<file path="src/hdl/pkt_consts.svh">
// ****************************************
// Packet receive path constants
// Beat geometry, buffer depth, counter sizes
// ****************************************
`ifndef PKT_CONSTS_SVH
`define PKT_CONSTS_SVH

// Beat geometry
`define PKT_DATA_BYTES 8
`define PKT_MTY_WID    3
`define PKT_META_WID   4

// Packets shorter than this are runts
`define PKT_MIN_BYTES  12

// Entries behind the adapter register
`define PKT_SKID_DEPTH 2

// Summary counters
`define PKT_LEN_WID    16
`define PKT_CNT_WID    16

`endif

</file>
<file path="src/hdl/pkt_pkg.sv">
// ****************************************
// Packet receive path types
// Beat formats, summary record, enums
// ****************************************
`default_nettype none

`include "pkt_consts.svh"

package pkt_pkg;

    // AXI-Stream beat, tdata byte 0 in the low bits
    typedef struct packed {
        logic [`PKT_DATA_BYTES*8-1:0] tdata;
        logic [`PKT_DATA_BYTES-1:0]   tkeep;
        logic                         tlast;
    } axis_beat_t;

    // Generic packet beat, data[0] is the first byte on the wire
    typedef struct packed {
        logic [0:`PKT_DATA_BYTES-1][7:0] data;
        logic                            eop;
        logic [`PKT_MTY_WID-1:0]         mty;
        logic                            err;
        logic [`PKT_META_WID-1:0]        meta;
    } packet_beat_t;

    typedef enum logic [1:0] {
        PKT_OK   = 2'd0,
        PKT_RUNT = 2'd1,
        PKT_ERR  = 2'd2
    } pkt_status_e;

    typedef enum logic {
        MON_IDLE   = 1'b0,
        MON_IN_PKT = 1'b1
    } mon_state_e;

    // One record per packet
    typedef struct packed {
        logic [`PKT_LEN_WID-1:0]  byte_len;
        logic [`PKT_LEN_WID-1:0]  beat_len;
        logic [`PKT_META_WID-1:0] meta;
        pkt_status_e              status;
    } pkt_summary_t;

endpackage

`default_nettype wire

</file>
<file path="src/hdl/axis_packet_rx_top.sv">
// ****************************************
// AXI-Stream packet receive top level
// Adapter, skid buffer and length monitor
// ****************************************
`default_nettype none

`include "pkt_consts.svh"

module axis_packet_rx_top (
    input  logic                    __packet_if,
    input  logic                    rst,
    input  logic                    axis_vld,
    output logic                    axis_rdy,
    input  pkt_pkg::axis_beat_t     axis_beat,
    input  logic [`PKT_META_WID-1:0] meta,
    input  logic                    err,
    input  logic                    sink_rdy,
    output logic                    sum_vld,
    output pkt_pkg::pkt_summary_t   summary,
    output logic [`PKT_CNT_WID-1:0] pkt_count
);
    import pkt_pkg::*;

    // Adapter to buffer
    logic         in_vld;
    packet_beat_t in_beat;
    logic         early_rdy;

    // Buffer to monitor
    logic         out_vld;
    packet_beat_t out_beat;
    logic         out_rdy;

    axis_to_packet_adapter i_axis_to_packet_adapter (
        .__packet_if (__packet_if),
        .rst         (rst),
        .axis_vld    (axis_vld),
        .axis_rdy    (axis_rdy),
        .axis_beat   (axis_beat),
        .meta        (meta),
        .err         (err),
        .in_vld      (in_vld),
        .in_beat     (in_beat),
        .early_rdy   (early_rdy)
    );

    packet_skid_buffer i_packet_skid_buffer (
        .__packet_if (__packet_if),
        .rst         (rst),
        .in_vld      (in_vld),
        .in_beat     (in_beat),
        .early_rdy   (early_rdy),
        .out_vld     (out_vld),
        .out_beat    (out_beat),
        .out_rdy     (out_rdy)
    );

    packet_len_monitor i_packet_len_monitor (
        .__packet_if (__packet_if),
        .rst         (rst),
        .out_vld     (out_vld),
        .out_beat    (out_beat),
        .out_rdy     (out_rdy),
        .sink_rdy    (sink_rdy),
        .sum_vld     (sum_vld),
        .summary     (summary),
        .pkt_count   (pkt_count)
    );

endmodule

`default_nettype wire

</file>
<file path="src/hdl/axis_to_packet_adapter.sv">
// ****************************************
// AXI-Stream to packet beat adapter
// Registers beats, reorders bytes, tkeep to mty
// ****************************************
`default_nettype none

`include "pkt_consts.svh"

module axis_to_packet_adapter (
    input  logic                     __packet_if,
    input  logic                     rst,
    input  logic                     axis_vld,
    output logic                     axis_rdy,
    input  pkt_pkg::axis_beat_t      axis_beat,
    input  logic [`PKT_META_WID-1:0] meta,
    input  logic                     err,
    output logic                     in_vld,
    output pkt_pkg::packet_beat_t    in_beat,
    input  logic                     early_rdy
);
    import pkt_pkg::*;

    logic         axis_xfer;
    packet_beat_t beat_q;

    // Count of cleared tkeep bits, only the top bytes may be empty
    function automatic logic [`PKT_MTY_WID-1:0] tkeep_to_mty(
        input logic [`PKT_DATA_BYTES-1:0] tkeep
    );
        logic [`PKT_MTY_WID-1:0] mty;
        mty = '0;
        for (int i = 0; i < `PKT_DATA_BYTES; i++) begin
            if (!tkeep[i]) begin
                mty = mty + 1'b1;
            end
        end
        return mty;
    endfunction

    // Low tdata byte moves to the leading packet byte
    function automatic logic [0:`PKT_DATA_BYTES-1][7:0] to_packet_order(
        input logic [`PKT_DATA_BYTES*8-1:0] tdata
    );
        logic [0:`PKT_DATA_BYTES-1][7:0] data;
        for (int i = 0; i < `PKT_DATA_BYTES; i++) begin
            data[i] = tdata[i*8 +: 8];
        end
        return data;
    endfunction

    // Ready comes from the buffer, which already counts the beat held here
    assign axis_rdy  = early_rdy;
    assign axis_xfer = axis_vld && axis_rdy;

    always_ff @(posedge __packet_if) begin
        if (rst) begin
            in_vld <= 1'b0;
        end else begin
            in_vld <= axis_xfer;
        end
    end

    always_ff @(posedge __packet_if) begin
        if (axis_xfer) begin
            beat_q.data <= to_packet_order(axis_beat.tdata);
            beat_q.eop  <= axis_beat.tlast;
            // Empty bytes only on the last beat
            if (axis_beat.tlast) begin
                beat_q.mty <= tkeep_to_mty(axis_beat.tkeep);
            end else begin
                beat_q.mty <= '0;
            end
            beat_q.err  <= err;
            beat_q.meta <= meta;
        end
    end

    assign in_beat = beat_q;

endmodule

`default_nettype wire

</file>
<file path="src/hdl/packet_len_monitor.sv">
// ****************************************
// Packet length monitor
// Byte and beat count, one summary per packet
// ****************************************
`default_nettype none

`include "pkt_consts.svh"

module packet_len_monitor (
    input  logic                    __packet_if,
    input  logic                    rst,
    input  logic                    out_vld,
    input  pkt_pkg::packet_beat_t   out_beat,
    output logic                    out_rdy,
    input  logic                    sink_rdy,
    output logic                    sum_vld,
    output pkt_pkg::pkt_summary_t   summary,
    output logic [`PKT_CNT_WID-1:0] pkt_count
);
    import pkt_pkg::*;

    mon_state_e               state;
    mon_state_e               state_next;
    logic                     beat_xfer;
    logic                     eop_xfer;
    logic                     first_beat;
    logic [`PKT_LEN_WID-1:0]  beat_bytes;
    logic [`PKT_LEN_WID-1:0]  byte_acc;
    logic [`PKT_LEN_WID-1:0]  beat_acc;
    logic [`PKT_LEN_WID-1:0]  byte_total;
    logic [`PKT_LEN_WID-1:0]  beat_total;
    logic [`PKT_META_WID-1:0] meta_q;
    logic [`PKT_META_WID-1:0] meta_pkt;
    pkt_status_e              status;

    // Sink stall passes straight back to the buffer
    assign out_rdy = sink_rdy;

    assign beat_xfer  = out_vld && out_rdy;
    assign eop_xfer   = beat_xfer && out_beat.eop;
    assign first_beat = (state == MON_IDLE);

    // Full beat, less the empty bytes on eop
    always_comb begin
        beat_bytes = `PKT_LEN_WID'(`PKT_DATA_BYTES);
        if (out_beat.eop) begin
            beat_bytes = `PKT_LEN_WID'(`PKT_DATA_BYTES) - `PKT_LEN_WID'(out_beat.mty);
        end
    end

    // Totals including the beat now on the bus
    assign byte_total = first_beat ? beat_bytes : byte_acc + beat_bytes;
    assign beat_total = first_beat ? `PKT_LEN_WID'(1) : beat_acc + 1'b1;
    assign meta_pkt   = first_beat ? out_beat.meta : meta_q;

    // Error wins over runt
    always_comb begin
        if (out_beat.err) begin
            status = PKT_ERR;
        end else if (byte_total < `PKT_LEN_WID'(`PKT_MIN_BYTES)) begin
            status = PKT_RUNT;
        end else begin
            status = PKT_OK;
        end
    end

    always_comb begin
        state_next = state;
        case (state)
            MON_IDLE: begin
                // Single-beat packets never leave idle
                if (beat_xfer && !out_beat.eop) begin
                    state_next = MON_IN_PKT;
                end
            end
            MON_IN_PKT: begin
                if (eop_xfer) begin
                    state_next = MON_IDLE;
                end
            end
            default: begin
                state_next = MON_IDLE;
            end
        endcase
    end

    always_ff @(posedge __packet_if) begin
        if (rst) begin
            state     <= MON_IDLE;
            sum_vld   <= 1'b0;
            pkt_count <= '0;
        end else begin
            state   <= state_next;
            sum_vld <= eop_xfer;
            if (eop_xfer) begin
                pkt_count <= pkt_count + 1'b1;
            end
        end
    end

    always_ff @(posedge __packet_if) begin
        if (beat_xfer) begin
            byte_acc <= byte_total;
            beat_acc <= beat_total;
            meta_q   <= meta_pkt;
        end
        if (eop_xfer) begin
            summary.byte_len <= byte_total;
            summary.beat_len <= beat_total;
            summary.meta     <= meta_pkt;
            summary.status   <= status;
        end
    end

endmodule

`default_nettype wire

</file>
<file path="src/hdl/packet_skid_buffer.sv">
// ****************************************
// Packet skid buffer
// Small FIFO with bypass and registered ready
// ****************************************
`default_nettype none

`include "pkt_consts.svh"

module packet_skid_buffer (
    input  logic                  __packet_if,
    input  logic                  rst,
    input  logic                  in_vld,
    input  pkt_pkg::packet_beat_t in_beat,
    output logic                  early_rdy,
    output logic                  out_vld,
    output pkt_pkg::packet_beat_t out_beat,
    input  logic                  out_rdy
);
    import pkt_pkg::*;

    localparam int DEPTH   = `PKT_SKID_DEPTH;
    localparam int PTR_WID = (DEPTH > 1) ? $clog2(DEPTH) : 1;
    localparam int CNT_WID = $clog2(DEPTH + 1);

    packet_beat_t       mem [DEPTH];
    logic [PTR_WID-1:0] rd_ptr;
    logic [PTR_WID-1:0] wr_ptr;
    logic [CNT_WID-1:0] count;
    logic [CNT_WID-1:0] count_next;
    logic               empty;
    logic               bypass;
    logic               wr_en;
    logic               rd_en;

    function automatic logic [PTR_WID-1:0] ptr_inc(input logic [PTR_WID-1:0] ptr);
        if (ptr == PTR_WID'(DEPTH - 1)) begin
            return '0;
        end
        return ptr + 1'b1;
    endfunction

    assign empty = (count == '0);

    // Empty buffer and a taker ready, so the beat skips the storage
    assign bypass = empty && in_vld && out_rdy;
    assign wr_en  = in_vld && !bypass;
    assign rd_en  = !empty && out_rdy;

    assign out_vld  = !empty || in_vld;
    assign out_beat = empty ? in_beat : mem[rd_ptr];

    always_comb begin
        count_next = count;
        if (wr_en && !rd_en) begin
            count_next = count + 1'b1;
        end else if (rd_en && !wr_en) begin
            count_next = count - 1'b1;
        end
    end

    always_ff @(posedge __packet_if) begin
        if (rst) begin
            rd_ptr    <= '0;
            wr_ptr    <= '0;
            count     <= '0;
            early_rdy <= 1'b0;
        end else begin
            if (wr_en) begin
                wr_ptr <= ptr_inc(wr_ptr);
            end
            if (rd_en) begin
                rd_ptr <= ptr_inc(rd_ptr);
            end
            count <= count_next;
            // One entry stays free for the beat in the adapter register,
            // which lands a cycle after ready is sampled
            early_rdy <= (count_next < CNT_WID'(DEPTH - 1));
        end
    end

    always_ff @(posedge __packet_if) begin
        if (wr_en) begin
            mem[wr_ptr] <= in_beat;
        end
    end

endmodule

`default_nettype wire

</file>
<file path="config.mk">
export PLATFORM = sky130hd
export DESIGN_NAME = axis_packet_rx_top
export DESIGN_NICKNAME = d
export VERILOG_FILES = /design/src/hdl/pkt_pkg.sv /design/src/hdl/axis_packet_rx_top.sv /design/src/hdl/axis_to_packet_adapter.sv /design/src/hdl/packet_len_monitor.sv /design/src/hdl/packet_skid_buffer.sv
export VERILOG_INCLUDE_DIRS = /design/src /design/src/hdl
export SDC_FILE = /design/constraint.sdc
export NUM_CORES = 1
export LEC_CHECK = 0
export BUFFER_PORTS_ARGS = -buffer_cell sky130_fd_sc_hd__buf_2
export CORE_MARGIN = 3
export CORE_UTILIZATION = 51
export CTS_BUF_LIST = sky130_fd_sc_hd__clkbuf_4
export DETAILED_ROUTE_END_ITERATION = 12
export PLACE_DENSITY = 0.81
export SYNTH_ARGS = -nofsm -noshare
export SYNTH_HDL_FRONTEND = slang
export SYNTH_SLANG_ARGS = --single-unit
</file>
<file path="constraint.sdc">
create_clock -name __packet_if -period 4.06 [get_ports __packet_if]
set_clock_uncertainty 0.2 [all_clocks]
set_input_delay 0.406 -clock __packet_if [delete_from_list [all_inputs] [get_ports __packet_if]]
set_output_delay 0.406 -clock __packet_if [all_outputs]
set_load 0.05 [all_outputs]
</file>
# After elaboration in Yosys (flattened, before gate mapping)
# Memory sizes are Yosys's and may differ from the RTL's. A register that Yosys moved wholly into a read port is not among the register bits.
# Index checks and enable logic that the tools add are counted.
# totals
register_bits,171
mem_bits_rw,146
inputBits,82
out_inout_bits,56
word_cells,110
mem_count,1
# op_classes
addsub,15
order_cmp,2
mux,47
bitwise_logic,1
n_reduce_logical,17
# memory_table
name,words,width,rd,rd_ports_with_merged_regs,wr,line,rtl
i_packet_skid_buffer.mem,2,73,1,1,1,packet_skid_buffer.sv:25,packet_beat_t mem [DEPTH];
# op_table
cell,n
$mux 3,21
$mux 16,3
$add 16x1->16 const B,2
$add 3x1->3 const B,7
$mux 1,18
$add 16x16->16,1
$lt 16x4->1 const B,1
$logic_and 1x1->1,10
$mux 9,1
$logic_not 1->1,5
$sub 4x3->5 const A,1
$mux 2,2
$mux 4,1
$add 1x1->1 const B,2
$add 2x1->2 const B,1
$logic_not 2->1,1
$lt 2x1->1 const B,1
$pmux 1 s2,1
$sub 2x1->2 const B,1
$logic_or 1x1->1,1
$not 1->1,1

# Longest topological paths before layout
# Gate-level depths: netlist of the first run.
# logic_depth
ltp_word,29
mapped_depth,24
depth_no_buf,24

# By module
# A second synthesis of the first run with hierarchy kept.
# hier_totals
cells_unflattened,871
hier_area_um2,12918.6
# by_module_without_submodules
mod,n_inst,cells_per_inst,area_each_um2,seq_area_each_um2
packet_skid_buffer,1,423,6203.4,4504.3
packet_len_monitor,1,325,4088.9,2582.5
axis_to_packet_adapter,1,123,2626.3,2212.1

# Worst setup path before layout of the first run
# No wires, ideal clock.
# synth_timing
path_kind,in2reg
startpoint,in axis_beat[1] in the netlist's numbering
endpoint,reg i_axis_to_packet_adapter.beat_q (netlist bit i_axis_to_packet_adapter.in_beat[7]) (data pin)
setup_time_ns,0.255
arrival_ns,3.822
t_required_ns,3.605
slack_ns,-0.216
cell_stages,24
path_buffers,0
path_cell_list,inv_1 ha_1 nand2b_1 and2_1 ha_1 nor2b_1 a31oi_1 inv_1 ha_1 nor2_1 a21oi_1 ha_1 nor2b_1 nor2_1 inv_1 ha_1 nor2_1 a21oi_1 ha_1 nor2b_1 xnor2_1 xnor2_1 xnor2_1 and2_1
# synth_between
elab_chain_cells,29
# synth_rtl
element,line,rtl
start: declaration,axis_packet_rx_top.sv:14,"input pkt_pkg::axis_beat_t axis_beat,"
$mux 1 *,axis_to_packet_adapter.sv:33,if (!tkeep[i]) begin
$mux 3 *,axis_to_packet_adapter.sv:68,if (axis_beat.tlast) begin
$mux 3 *,axis_to_packet_adapter.sv:64,if (axis_xfer) begin
$add 3x1->3,axis_to_packet_adapter.sv:34,mty = mty + 1'b1;
$mux 3 *,axis_to_packet_adapter.sv:33,
$mux 3 *,axis_to_packet_adapter.sv:68,
$mux 3 *,axis_to_packet_adapter.sv:64,
$add 3x1->3,axis_to_packet_adapter.sv:34,
[... 13 more ...],n/a,
$mux 3 *,axis_to_packet_adapter.sv:68,
$mux 3 *,axis_to_packet_adapter.sv:64,
$add 3x1->3,axis_to_packet_adapter.sv:34,
$mux 3 *,axis_to_packet_adapter.sv:33,
$mux 3 *,axis_to_packet_adapter.sv:68,
$mux 3 *,axis_to_packet_adapter.sv:64,
$add 3x1->3,axis_to_packet_adapter.sv:34,
$mux 3 *,axis_to_packet_adapter.sv:33,
end: declaration,axis_to_packet_adapter.sv:24,packet_beat_t beat_q;
# Every way passes the cells marked *; elsewhere a longest branch is shown, timed or not. The select of a mux whose other input is x is not followed.
# A chain may end at the register's enable or synchronous reset.

# Worst setup path after layout of the first run
# layout_timing
startpoint,in axis_beat[2] in the netlist's numbering
endpoint,reg i_axis_to_packet_adapter.beat_q (netlist bit i_axis_to_packet_adapter.in_beat[7]) (data pin)
# layout_between
elab_chain_cells,25
# layout_rtl
element,line
$mux 3 *,axis_to_packet_adapter.sv:33
$mux 3 *,axis_to_packet_adapter.sv:68
$mux 3 *,axis_to_packet_adapter.sv:64
$add 3x1->3,axis_to_packet_adapter.sv:34
$mux 3 *,axis_to_packet_adapter.sv:33
$mux 3 *,axis_to_packet_adapter.sv:68
$mux 3 *,axis_to_packet_adapter.sv:64
$add 3x1->3,axis_to_packet_adapter.sv:34
[... 9 more ...],n/a
$mux 3 *,axis_to_packet_adapter.sv:68
$mux 3 *,axis_to_packet_adapter.sv:64
$add 3x1->3,axis_to_packet_adapter.sv:34
$mux 3 *,axis_to_packet_adapter.sv:33
$mux 3 *,axis_to_packet_adapter.sv:68
$mux 3 *,axis_to_packet_adapter.sv:64
$add 3x1->3,axis_to_packet_adapter.sv:34
$mux 3 *,axis_to_packet_adapter.sv:33
# Marked as above.

==> out/summary.log, run 1 <==
[run_status] result of the run completed
[clock_tree] CTS buffer count 17
[placement] PortBufs 73
[synth] cell area after synthesis 5980 um^2
[clock_tree] buffers from clock root to sink, at most 2
[placement] routability cong. 0.807
[clock_tree] clock latency of the later-clocked register in the worst-skew pair 0.53 ns
[global_routing] met2 Track Usage GR 0.285
[critical_path] cell class contributing the biggest share of worst-path delay adder cells
[critical_path] worst-path maximum fanout 2
[route] first-pass iteration count of the detailed router 5
[power] areal power density over the cells 541 nW/um^2
[global_routing] first-pass GRT wire length 17.3 mm
[global_routing] initial antenna violation count 1
[job] maximum capacitance violations 0
[sta] min Tclk post-route 3.82 ns
[floorplanning] die span in x 114 um
[floorplanning] floorplan core area 11,100 um^2
[placement] dpl hpwl 7.44 mm
[synth] count of state elements after synthesis 126
[critical_path] slowest stage cell, crit path sky130_fd_sc_hd__ha_1
[synth] count of flip-flops with a built-in enable after synthesis 101
[clock_tree] H-tree levels 4
[critical_path] critical path required time 4.16 ns
[placement] post-place setup slack -0.324 ns
[route] DRC errors left 0
[power] static power due to leakage 0.00261 uW
[finish] Finished Cell Area 7010 um^2
[clock_tree] count of clock tree sinks 126
[route] routed wire length 10.5 mm
[route] ANT nets after route 0
[route] Vias 3,899
[synth] area share of the largest cell type after synthesis 0.508
[synth] most common cell in the netlist sky130_fd_sc_hd__edfxtp_1
[sta] post-route fraction of the period consumed by the critical path 0.941
[synth] Yosys top cell by area sky130_fd_sc_hd__edfxtp_1
[critical_path] arrival time worst endpoint 3.92 ns
[clock_tree] number of buffers added for setup after CTS 0
[route] via-per-instance ratio 5.33
[sta] Hold Fails Final Rpt 0
[global_routing] aggregate global-route resource usage 0.167
[route] violation count after the first detailed-routing iteration 187
[critical_path] Critical Path Sink Type register
[global_routing] vias in the first global route 3,798
[critical_path] kind of start point of the critical path input pin
[finish] fin util 0.630
[critical_path] highest cell delay on the worst timing path 0.29 ns
[synth] gate count after technology mapping 484
[global_routing] global route total overflow 0
[synth] share of the yosys chip area belonging to registers 0.591
[clock_tree] CTS tree yes
[finish] area added between synthesis and finish 17.3%
[sta] worst-case headroom to the max-slew limit 0.499
[synth] Net Count, Synth 582
[placement] placed inst area 6590 um^2
[clock_tree] root buffer cell sky130_fd_sc_hd__clkbuf_4
[global_routing] Top Usage Layer GRT met2
[critical_path] classification of the worst setup path in -> reg
[floorplanning] Boundary Pins 138
[min_path] type of the tightest min-delay check in -> reg
[sta] pin slew with the least headroom to its limit 0.749 ns
[synth] Post-synth top flop sky130_fd_sc_hd__edfxtp_1
[sta] Max Fclk 262 MHz
[synth] Synth cell types 61
[sta] setup violation total in the final timing report 0
[sta] RSZ-0062 raised after global routing false
[global_routing] GR met1 Demand/Resource 0.197
[synth] cell types with the highest counts after synthesis 101 x sky130_fd_sc_hd__edfxtp_1, 34 x sky130_fd_sc_hd__and2_1, 32 x sky130_fd_sc_hd__nor2_1, 32 x sky130_fd_sc_hd__xnor2_1, 29 x sky130_fd_sc_hd__nand2_1
[floorplanning] total die area 13,100 um^2
[synth] most area-consuming cells after synthesis sky130_fd_sc_hd__edfxtp_1 51%, sky130_fd_sc_hd__dfxtp_1 8.4%, sky130_fd_sc_hd__xnor2_1 4.7%, sky130_fd_sc_hd__and2_1 3.6%, sky130_fd_sc_hd__ha_1 3.1%
[clock_tree] CTS clock-pin slew for the worst setup and hold paths 0.11 ns
[sta] number of pins exceeding their max-slew limit in the final report 0
[floorplanning] # rows 38
[synth] ys async rst share 0
[power] worst voltage drop across the vdd grid 0.000231 V
[floorplanning] initial core utilization 0.537
[synth] Avg Inst Size Synth 12.3 um^2
[global_routing] maximum number of pins on one net before global-route repair 38
[sta] setup ws final 0.240 ns
[finish] proportion of layout cells with a drive suffix above 1 0.252
[route] routed length per placed instance 14.4 um
[critical_path] buffers and inverters on the worst path 4
[global_routing] met3 usage 0.0465
[synth] Ys Warns 0
[sta] worst hold-check slack 0.0972 ns
[floorplanning] Die Height 114 um
[finish] nets 676
[worst paths after layout]
kind / start / to / slack [ns] / cells after the start
max: axis_beat[2] / i_axis_to_packet_adapter.in_beat[7]$_SDFFCE_PN0P_ / 0.24 / 25
min: rst / i_packet_skid_buffer.count[0]$_SDFF_PP0_ / 0.1 / 2
max reg2reg: i_packet_skid_buffer.count[1]$_SDFF_PP0_ / i_packet_len_monitor.summary[0]$_SDFFCE_PP0P_ / 0.36 / 12
min reg2reg: i_axis_to_packet_adapter.in_beat[6]$_SDFFCE_PN0P_ / i_packet_skid_buffer.mem[1][6]$_DFFE_PP_ / 0.29 / 0
[registers in the layout, indices dropped and copies added (netlist names), named ones only]
register and flops:
i_axis_to_packet_adapter.in_beat 9, i_axis_to_packet_adapter.in_vld 1, i_packet_len_monitor.beat_acc 16, i_packet_len_monitor.byte_acc 16
i_packet_len_monitor.meta_q 4, i_packet_len_monitor.pkt_count 16, i_packet_len_monitor.sum_vld 1, i_packet_len_monitor.summary 38
i_packet_skid_buffer.count 2, i_packet_skid_buffer.early_rdy 1, i_packet_skid_buffer.mem 18, i_packet_skid_buffer.rd_ptr 1
i_packet_skid_buffer.wr_ptr 1
[cell type report]
cell class / count / area (um^2)
Tap cell: 140 / 175
Sequential cell: 126 / 3530
Antenna cell: 1 / 2.50
Timing Repair Buffer: 95 / 561
Fill cell: 867 / 4120
Multi-Input combinational cell: 320 / 2340
Clock buffer: 18 / 135
Clock inverter: 14 / 193
Inverter: 18 / 67.6
[report_power, final]
group | switching (uW) | internal, uW
sequential | 96.8 | 1630
combinational | 687 | 419
clock | 465 | 495
total | 1250 | 2540
[metal layers]
| metal | vias to the layer above | share of wire |
|---|---|---|
| li1 | 1945 | - |
| met1 | 1829 | 0.42 |
| met2 | 103 | 0.50 |
| met3 | 22 | 0.053 |
| met4 | 0 | 0.024 |
| met5 | - | 0 |
[logic make-up after synthesis]
kind of cell / after synthesis / share of synthesized area
mux: 13 / 0.0232
fa+ha+maj: 16 / 0.0348
flops: 126 / 0.591
buf+inv: 38 / 0.0318
compound gates: 63 / 0.0704
simple gates: 174 / 0.163
xor+xnor: 54 / 0.0854
[metrics by stage]
step                      instances  TNS [ns]  total power [uW]
final                           732         0              3790
after global routing            732         0              4000
after floorplan                 484         0              2590
after detailed placement        692    -0.364              2850
after CTS                       731         0              3810
after global placement          692    -0.159              2800
[placed cells by master, fill, tap and decap left out, drive strengths merged, types with 9 or more instances in the layout]
cell / Yosys / final
o21ai: 15 / 15
mux2i: 9 / 9
clkbuf: 10 / 18
ha: 15 / 15
xor2: 19 / 19
nand2: 29 / 29
nand4: 13 / 13
buf: 10 / 88
and2: 35 / 35
nand3: 13 / 13
inv: 18 / 19
edfxtp: 101 / 101
xnor2: 33 / 33
nor2: 32 / 32
dfxtp: 25 / 25
a21oi: 21 / 21
[repair_timing]
action                                 4_1_cts  5_1_grt
resized for setup                            0        2
hold buffers                                 7        0
setup endpoints to repair                    0        1
endpoints found under the hold margin        9        0
No activity file was read; power rests on OpenSTA's default activity.
==> run 2: changes to the inputs <==
--- a/config.mk
+++ b/config.mk
@@ -6,6 +6,7 @@
 export SDC_FILE = /design/constraint.sdc
 export NUM_CORES = 1
 export LEC_CHECK = 0
+export ABC_AREA = 1
 export BUFFER_PORTS_ARGS = -buffer_cell sky130_fd_sc_hd__buf_2
 export CORE_MARGIN = 3
 export CORE_UTILIZATION = 51
==> out/summary.log, run 2 <==
[synth] Post-synth top flop sky130_fd_sc_hd__edfxtp_1
[route] ANT nets after route 0 [unchanged]
[floorplanning] Die Height 114 um [+0.11%]
[run_status] result of the run completed
[finish] area added between synthesis and finish 16.5%
[clock_tree] clock latency of the later-clocked register in the worst-skew pair 0.51 ns [-0.02 ns]
[critical_path] worst-path maximum fanout 3 [+1]
[sta] Hold Fails Final Rpt 0 [unchanged]
[sta] RSZ-0062 raised after global routing false
[floorplanning] initial core utilization 0.536 [-0.00105]
[global_routing] maximum number of pins on one net before global-route repair 48 [+26%]
[synth] Net Count, Synth 727 [+25%]
[critical_path] Top cell by count, worst path sky130_fd_sc_hd__nand2_1
[finish] proportion of layout cells with a drive suffix above 1 0.168 [-0.0843]
[global_routing] aggregate global-route resource usage 0.184 [+0.0162]
[placement] routability cong. 0.935 [+16%]
[route] DRC errors left 0 [unchanged]
[global_routing] vias in the first global route 4,371 [+15%]
[floorplanning] die span in x 114 um [+0.11%]
[sta] min Tclk post-route 3.80 ns [-0.0185 ns]
[power] worst voltage drop across the vdd grid 0.000371 V [+61%]
[finish] largest registers i_packet_len_monitor.summary: 38 flops, i_packet_skid_buffer.mem: 18 flops
[synth] count of state elements after synthesis 126 [unchanged]
[global_routing] first-pass GRT wire length 19.3 mm [+12%]
[clock_tree] H-tree levels 4 [unchanged]
[power] areal power density over the cells 599 nW/um^2 [+11%]
[critical_path] critical path required time 4.15 ns [about the same]
[global_routing] global route total overflow 0 [unchanged]
[route] routed wire length 11.3 mm [+7.3%]
[sta] post-route fraction of the period consumed by the critical path 0.936 [-0.00456]
[floorplanning] total die area 13,100 um^2 [+0.22%]
[placement] PortBufs 73 [unchanged]
[critical_path] slowest stage cell, crit path sky130_fd_sc_hd__or2_2
[synth] most common cell in the netlist sky130_fd_sc_hd__nand2_1
[sta] worst-case headroom to the max-slew limit 0.480 [-0.0196]
[clock_tree] count of clock tree sinks 126 [unchanged]
[route] first-pass iteration count of the detailed router 7 [+2]
[power] static power due to leakage 0.00297 uW [+14%]
[sta] number of pins exceeding their max-slew limit in the final report 0 [unchanged]
[synth] ys async rst share 0 [unchanged]
[finish] nets 824 [+22%]
[synth] count of flip-flops with a built-in enable after synthesis 101 [unchanged]
[finish] Most flops, register i_packet_len_monitor.summary
[finish] Antenna diodes 0 [-1]
[clock_tree] CTS tree yes
[critical_path] r2r worst-path depth 19 [+7]
[floorplanning] # rows 38 [unchanged]
[finish] Finished Cell Area 6980 um^2 [-0.39%]
[synth] share of the yosys chip area belonging to registers 0.590 [-0.00136]
[route] routed length per placed instance 12.9 um [-11%]
[synth] Avg Inst Size Synth 9.52 um^2 [-23%]
[finish] most frequent cells in the layout 153 x sky130_fd_sc_hd__nand2_1, 101 x sky130_fd_sc_hd__edfxtp_1, 87 x sky130_fd_sc_hd__inv_1
[clock_tree] root buffer cell sky130_fd_sc_hd__clkbuf_4
[sta] setup violation total in the final timing report 0 [unchanged]
[critical_path] cell class contributing the biggest share of worst-path delay adder cells
[job] maximum capacitance violations 0 [unchanged]
[synth] Yosys top cell by area sky130_fd_sc_hd__edfxtp_1
[global_routing] initial antenna violation count 0 [-1]
[critical_path] buffers and inverters on the worst path 6 [+2]
[floorplanning] floorplan core area 11,200 um^2 [+0.43%]
[finish] Largest register FFs 38 [unchanged]
[sta] Max Fclk 263 MHz [+0.49%]
[synth] gate count after technology mapping 629 [+30%]
[route] Vias 4,529 [+16%]
[floorplanning] Boundary Pins 138 [unchanged]
[finish] commonest non-fill, non-tap cell in the layout sky130_fd_sc_hd__nand2_1
[placement] dpl hpwl 8.18 mm [+9.9%]
[placement] placed inst area 6490 um^2 [-1.5%]
[synth] area share of the largest cell type after synthesis 0.506 [-0.00117]
[synth] cell area after synthesis 5990 um^2 [+0.23%]
[synth] Synth cell types 38 [-38%]
[power] total power after layout 4180 uW [+10%]
[critical_path] Critical Path Sink Type register
[sta] pin slew with the least headroom to its limit 0.781 ns [+0.0321 ns]
[route] violation count after the first detailed-routing iteration 310 [+66%]
[critical_path] kind of start point of the critical path input pin
[min_path] Min-Delay Path Depth 5 [+3]
[clock_tree] CTS buffer count 17 [unchanged]
[critical_path] highest cell delay on the worst timing path 0.31 ns [+0.02 ns]
[route] via-per-instance ratio 5.15 [-3.3%]
[critical_path] classification of the worst setup path in -> reg
[synth] Ys Warns 0 [unchanged]
[synth] most area-consuming cells after synthesis sky130_fd_sc_hd__edfxtp_1 51%, sky130_fd_sc_hd__nand2_1 9.6%, sky130_fd_sc_hd__dfxtp_1 8.4%, sky130_fd_sc_hd__inv_1 5.5%, sky130_fd_sc_hd__nand3_1 4.4%
[min_path] type of the tightest min-delay check in -> reg
[synth] cell types with the highest counts after synthesis 153 x sky130_fd_sc_hd__nand2_1, 101 x sky130_fd_sc_hd__edfxtp_1, 87 x sky130_fd_sc_hd__inv_1, 62 x sky130_fd_sc_hd__nor2_1, 53 x sky130_fd_sc_hd__nand3_1
[clock_tree] CTS clock-pin slew for the worst setup and hold paths 0.12 ns [about the same]
[critical_path] cell depth of the worst setup path 26 [+4.0%]
[critical_path] arrival time worst endpoint 3.89 ns [-0.03 ns]
[clock_tree] buffers from clock root to sink, at most 2 [unchanged]
-- run 2: changes by cell type after synthesis, sizes merged, moves of 9 or more --
cell	change
nand2	+126
inv	+71
nand3	+43
nor2	+34
and2	-33
xnor2	-32
o21ai	+21
mux2i	-9
-- run 2: kinds of logic after synthesis --
group	after synthesis	synth area share
buffers and inverters	97	0.0652
adders and majority gates	16	0.0347
AOI/OAI and AO/OA	71	0.0652
and+or+nand+nor	306	0.226
DFF	126	0.590
xor gates and xnor gates	13	0.0190
-- run 2: power by group --
part | internal (uW) | total (uW) | switching (uW)
clock network | 562 | 1050 | 491
registers | 1700 | 1800 | 101
logic | 369 | 1330 | 957
total | 2630 | 4180 | 1550
-- run 2: final cells by class --
cell class | instances | area, um^2
Clock buffer | 17 | 128
Clock inverter | 15 | 235
Fill cell | 881 | 4190
Inverter | 89 | 339
Multi-Input combinational cell | 406 | 2080
Sequential cell | 126 | 3530
Tap cell | 140 | 175
Timing Repair Buffer | 86 | 490
-- run 2: worst paths after layout --
| path | slack (ns) | from | to |
|---|---|---|---|
| worst min-delay path | 0.19 | axis_beat[7] | i_axis_to_packet_adapter.in_beat[5]$_SDFFCE_PN0P_ |
| worst max-delay path | 0.26 | axis_beat[1] | i_axis_to_packet_adapter.in_beat[7]$_SDFFCE_PN0P_ |
| worst max register to register | 0.49 | i_packet_skid_buffer.count[0]$_SDFF_PP0_ | i_packet_len_monitor.summary[0]$_SDFFCE_PP0P_ |
| worst min register to register | 0.29 | i_axis_to_packet_adapter.in_beat[0]$_DFFE_PP_ | i_packet_skid_buffer.mem[0][0]$_DFFE_PP_ |
-- run 2: repair_timing --
action,CTS,global route
hold endpoints to repair,16,0
buffers inserted,0,0
gates resized for setup,0,2
hold buffers,11,0
endpoints found under the setup margin,0,1
-- run 2: worst min-delay path: cells and delay by family --
| family | cells | cell delay (ns) |
|---|---|---|
| buffers and inverters | 1 | 0.10 |
| and+or+nand+nor | 4 | 0.28 |
-- run 2: metal layers --
layer | wire (um) | GRT usage | vias to the layer above
li1 | - | - | 2296
met1 | 4640 | 0.221 | 2040
met2 | 5710 | 0.315 | 170
met3 | 725 | 0.0455 | 23
met4 | 235 | 0.0760 | 0
met5 | 0 | 0 | -
-- run 2: through the flow --
stage,setup slack [ns],utilization,TNS (ns),hold slack (ns),cells
2_1_floorplan,0.0513,-,0,0.237,629
3_3_place_gp,-0.187,0.581,-0.187,0.250,836
3_5_place_dp,-0.415,0.581,-0.581,0.263,836
4_1_cts,0.172,0.624,0,0.141,879
5_1_grt,0.0201,0.625,0,0.220,879
6_report,0.259,0.625,0,0.189,879
==> run 3: changes to the inputs <==
--- a/config.mk
+++ b/config.mk
@@ -10,7 +10,7 @@
 export BUFFER_PORTS_ARGS = -buffer_cell sky130_fd_sc_hd__buf_2
 export CORE_MARGIN = 3
 export CORE_UTILIZATION = 51
-export CTS_BUF_LIST = sky130_fd_sc_hd__clkbuf_4
+export CTS_BUF_LIST = sky130_fd_sc_hd__clkbuf_8
 export DETAILED_ROUTE_END_ITERATION = 12
 export PLACE_DENSITY = 0.81
 export SYNTH_ARGS = -nofsm -noshare
==> out/summary.log, run 3 (synthesized netlist as in run 2, its figures left out) <==
[sta] setup ws final 0.219 ns [-0.0393 ns]
[finish] filler-free cell count of the finished design 875 [-0.46%]
[critical_path] setup slack, reg-to-reg 0.46 ns [-0.03 ns]
[sta] setup violation total in the final timing report 0 [unchanged]
[clock_tree] number of buffers added for setup after CTS 0 [unchanged]
[finish] Antenna diodes 0 [unchanged]
[route] Vias 4,533 [+0.088%]
[sta] worst-case headroom to the max-slew limit 0.481 [+0.00118]
[finish] commonest non-fill, non-tap cell in the layout sky130_fd_sc_hd__nand2_1
[sta] Max Fclk 260 MHz [-1.0%]
[global_routing] vias in the first global route 4,385 [+0.32%]
[min_path] Min-Delay Path Depth 2 [-3]
[finish] largest registers i_packet_len_monitor.summary: 38 flops, i_packet_skid_buffer.mem: 18 flops
[global_routing] first-pass GRT wire length 19.5 mm [+0.79%]
[floorplanning] floorplan core area 11,200 um^2 [unchanged]
[placement] routability cong. 0.935 [unchanged]
[placement] PortBufs 73 [unchanged]
[critical_path] classification of the worst setup path in -> reg
[global_routing] initial antenna violation count 0 [unchanged]
[placement] Inst Count DP 836 [unchanged]
[job] maximum capacitance violations 0 [unchanged]
[clock_tree] CTS clock-pin slew for the worst setup and hold paths 0.08 ns [-0.04 ns]
[clock_tree] buffers from clock root to sink, at most 2 [unchanged]
[min_path] Hold Crit Start rst
[finish] most frequent cells in the layout 151 x sky130_fd_sc_hd__nand2_1, 101 x sky130_fd_sc_hd__edfxtp_1, 85 x sky130_fd_sc_hd__inv_1
[critical_path] arrival time worst endpoint 3.84 ns [-0.05 ns]
[finish] Most flops, register i_packet_len_monitor.summary
[route] ANT nets after route 0 [unchanged]
[global_routing] aggregate global-route resource usage 0.187 [+0.00374]
[sta] pin slew with the least headroom to its limit 0.779 ns [-0.00178 ns]
[placement] placed inst area 6490 um^2 [unchanged]
[clock_tree] root buffer cell sky130_fd_sc_hd__clkbuf_8
[finish] fillers 865 [-1.8%]
[route] first-pass iteration count of the detailed router 5 [-2]
[floorplanning] Boundary Pins 138 [unchanged]
[route] via-per-instance ratio 5.18 [+0.55%]
[floorplanning] total die area 13,100 um^2 [unchanged]
[clock_tree] count of clock tree sinks 126 [unchanged]
[floorplanning] initial core utilization 0.536 [unchanged]
[finish] Finished Cell Area 7070 um^2 [+1.3%]
[power] total power after layout 4400 uW [+5.2%]
[floorplanning] Die Height 114 um [unchanged]
[global_routing] maximum number of pins on one net before global-route repair 48 [unchanged]
[finish] Largest register FFs 38 [unchanged]
[clock_tree] CTS buffer count 17 [unchanged]
[critical_path] kind of start point of the critical path input pin
[critical_path] Critical Path Sink Type register
[power] worst voltage drop across the vdd grid 0.000426 V [+15%]
[clock_tree] clock latency of the later-clocked register in the worst-skew pair 0.44 ns [-0.07 ns]
[critical_path] capture instance of the worst register-to-register path i_packet_len_monitor.summary[0]$_SDFFCE_PP0P_
[sta] min Tclk post-route 3.84 ns [+0.0393 ns]
[min_path] type of the tightest min-delay check in -> reg
[finish] nets 820 [-0.49%]
[floorplanning] die span in x 114 um [unchanged]
[route] DRC errors left 0 [unchanged]
[min_path] WHS Endpoint i_axis_to_packet_adapter.in_vld$_SDFF_PP0_
[sta] Hold Fails Final Rpt 0 [unchanged]
[critical_path] Worst R2R Start i_packet_skid_buffer.count[0]$_SDFF_PP0_
[sta] post-route fraction of the period consumed by the critical path 0.946 [+0.00968]
[run_status] result of the run completed
[finish] area of all sequential standard cells 3530 um^2 [unchanged]
[finish] footprint of the multi-input gates 2100 um^2 [+1.0%]
[finish] proportion of layout cells with a drive suffix above 1 0.177 [+0.00908]
[route] routed wire length 11.5 mm [+1.9%]
[critical_path] worst-path maximum fanout 3 [unchanged]
[global_routing] global route total overflow 0 [unchanged]
[critical_path] r2r worst-path depth 19 [unchanged]
[route] violation count after the first detailed-routing iteration 291 [-6.1%]
[clock_tree] CTS tree yes
[critical_path] critical path required time 4.06 ns [-0.09 ns]
[placement] post-place setup slack -0.415 ns [unchanged]
[route] routed length per placed instance 13.2 um [+2.4%]
[placement] dpl hpwl 8.18 mm [unchanged]
[sta] number of pins exceeding their max-slew limit in the final report 0 [unchanged]
[power] areal power density over the cells 622 nW/um^2 [+3.9%]
[power] static power due to leakage 0.00299 uW [+0.81%]
[sta] worst hold-check slack 0.0992 ns [-0.0897 ns]
[clock_tree] H-tree levels 4 [unchanged]
[floorplanning] # rows 38 [unchanged]
[finish] area added between synthesis and finish 18.0%
[run 3: cell count changes in the layout (fill, tap and decap cells not counted), moves of 2 or more]
cell | before | now
sky130_fd_sc_hd__clkbuf_4 | 17 | 0
sky130_fd_sc_hd__clkbuf_8 | 0 | 17
sky130_fd_sc_hd__dlygate4sd3_1 | 11 | 7
sky130_fd_sc_hd__inv_1 | 87 | 85
sky130_fd_sc_hd__inv_2 | 1 | 3
sky130_fd_sc_hd__nand2_1 | 153 | 151
sky130_fd_sc_hd__nand2_2 | 0 | 2
[run 3: what timing repair did]
action	4_1_cts	5_1_grt
endpoints found under the setup margin	0	1
hold buffers	7	0
endpoints found under the hold margin	7	0
resized for setup	0	8
[run 3: through the flow]
step | setup TNS [ns] | util
final | 0 | 0.632
after global routing | -0.00406 | 0.632
after CTS | 0 | 0.629
after detailed placement | -0.581 | 0.581
after global placement | -0.187 | 0.581
after floorplan | 0 | -
[run 3: worst max-delay path: stages]
cell and delay, ns:
sky130_fd_sc_hd__buf_2 0.11, sky130_fd_sc_hd__inv_1 0.08, sky130_fd_sc_hd__ha_4 0.21, sky130_fd_sc_hd__inv_1 0.05, sky130_fd_sc_hd__nand2_1 0.08, sky130_fd_sc_hd__nand2_2 0.07, sky130_fd_sc_hd__inv_1 0.04, sky130_fd_sc_hd__ha_1 0.27
sky130_fd_sc_hd__nand2_1 0.09, sky130_fd_sc_hd__nand2_2 0.08, sky130_fd_sc_hd__ha_4 0.27, sky130_fd_sc_hd__inv_2 0.04, sky130_fd_sc_hd__o21ai_2 0.13, sky130_fd_sc_hd__ha_1 0.23, sky130_fd_sc_hd__or2_2 0.31, sky130_fd_sc_hd__nand2_1 0.08
sky130_fd_sc_hd__inv_1 0.05, sky130_fd_sc_hd__ha_1 0.28, sky130_fd_sc_hd__nand2_1 0.07, sky130_fd_sc_hd__nand2_1 0.08, sky130_fd_sc_hd__ha_1 0.21, sky130_fd_sc_hd__nand2_1 0.08, sky130_fd_sc_hd__xor2_1 0.17, sky130_fd_sc_hd__xor2_1 0.19
sky130_fd_sc_hd__xnor2_1 0.14, sky130_fd_sc_hd__nor2_1 0.05
[run 3: layout make-up]
| cell class | count | share of cell area |
|---|---|---|
| Timing Repair Buffer | 82 | 0.0637 |
| Sequential cell | 126 | 0.500 |
| Tap cell | 140 | 0.0248 |
| Multi-Input combinational cell | 406 | 0.297 |
| Clock buffer | 17 | 0.0331 |
| Inverter | 89 | 0.0480 |
| Clock inverter | 15 | 0.0333 |
[run 3: worst max path at each step]
stage	start	endpoint	slack, ns	cells past startpoint
2_1_floorplan	axis_beat[1]	i_axis_to_packet_adapter.in_beat[7]$_SDFFCE_PN0P_	0.05	25
3_3_place_gp	axis_beat[1]	i_axis_to_packet_adapter.in_beat[7]$_SDFFCE_PN0P_	-0.19	26
3_5_place_dp	axis_beat[1]	i_axis_to_packet_adapter.in_beat[7]$_SDFFCE_PN0P_	-0.42	26
4_1_cts	axis_beat[1]	i_axis_to_packet_adapter.in_beat[7]$_SDFFCE_PN0P_	0.06	26
5_1_grt	axis_beat[2]	i_axis_to_packet_adapter.in_beat[7]$_SDFFCE_PN0P_	-0.004	26
6_report	axis_beat[2]	i_axis_to_packet_adapter.in_beat[7]$_SDFFCE_PN0P_	0.22	26
[run 3: power breakdown]
group	internal (uW)	switching (uW)
Clock	742	520
Sequential	1700	102
Combinational	369	964
[run 3: routing by layer]
metal  wire [um]  track usage  vias to the layer above
met5           0            0                        -
met4         266       0.0863                        0
met3         741       0.0460                       29
met2        5840        0.324                      152
met1        4670        0.220                     2062
li1            -            -                     2290
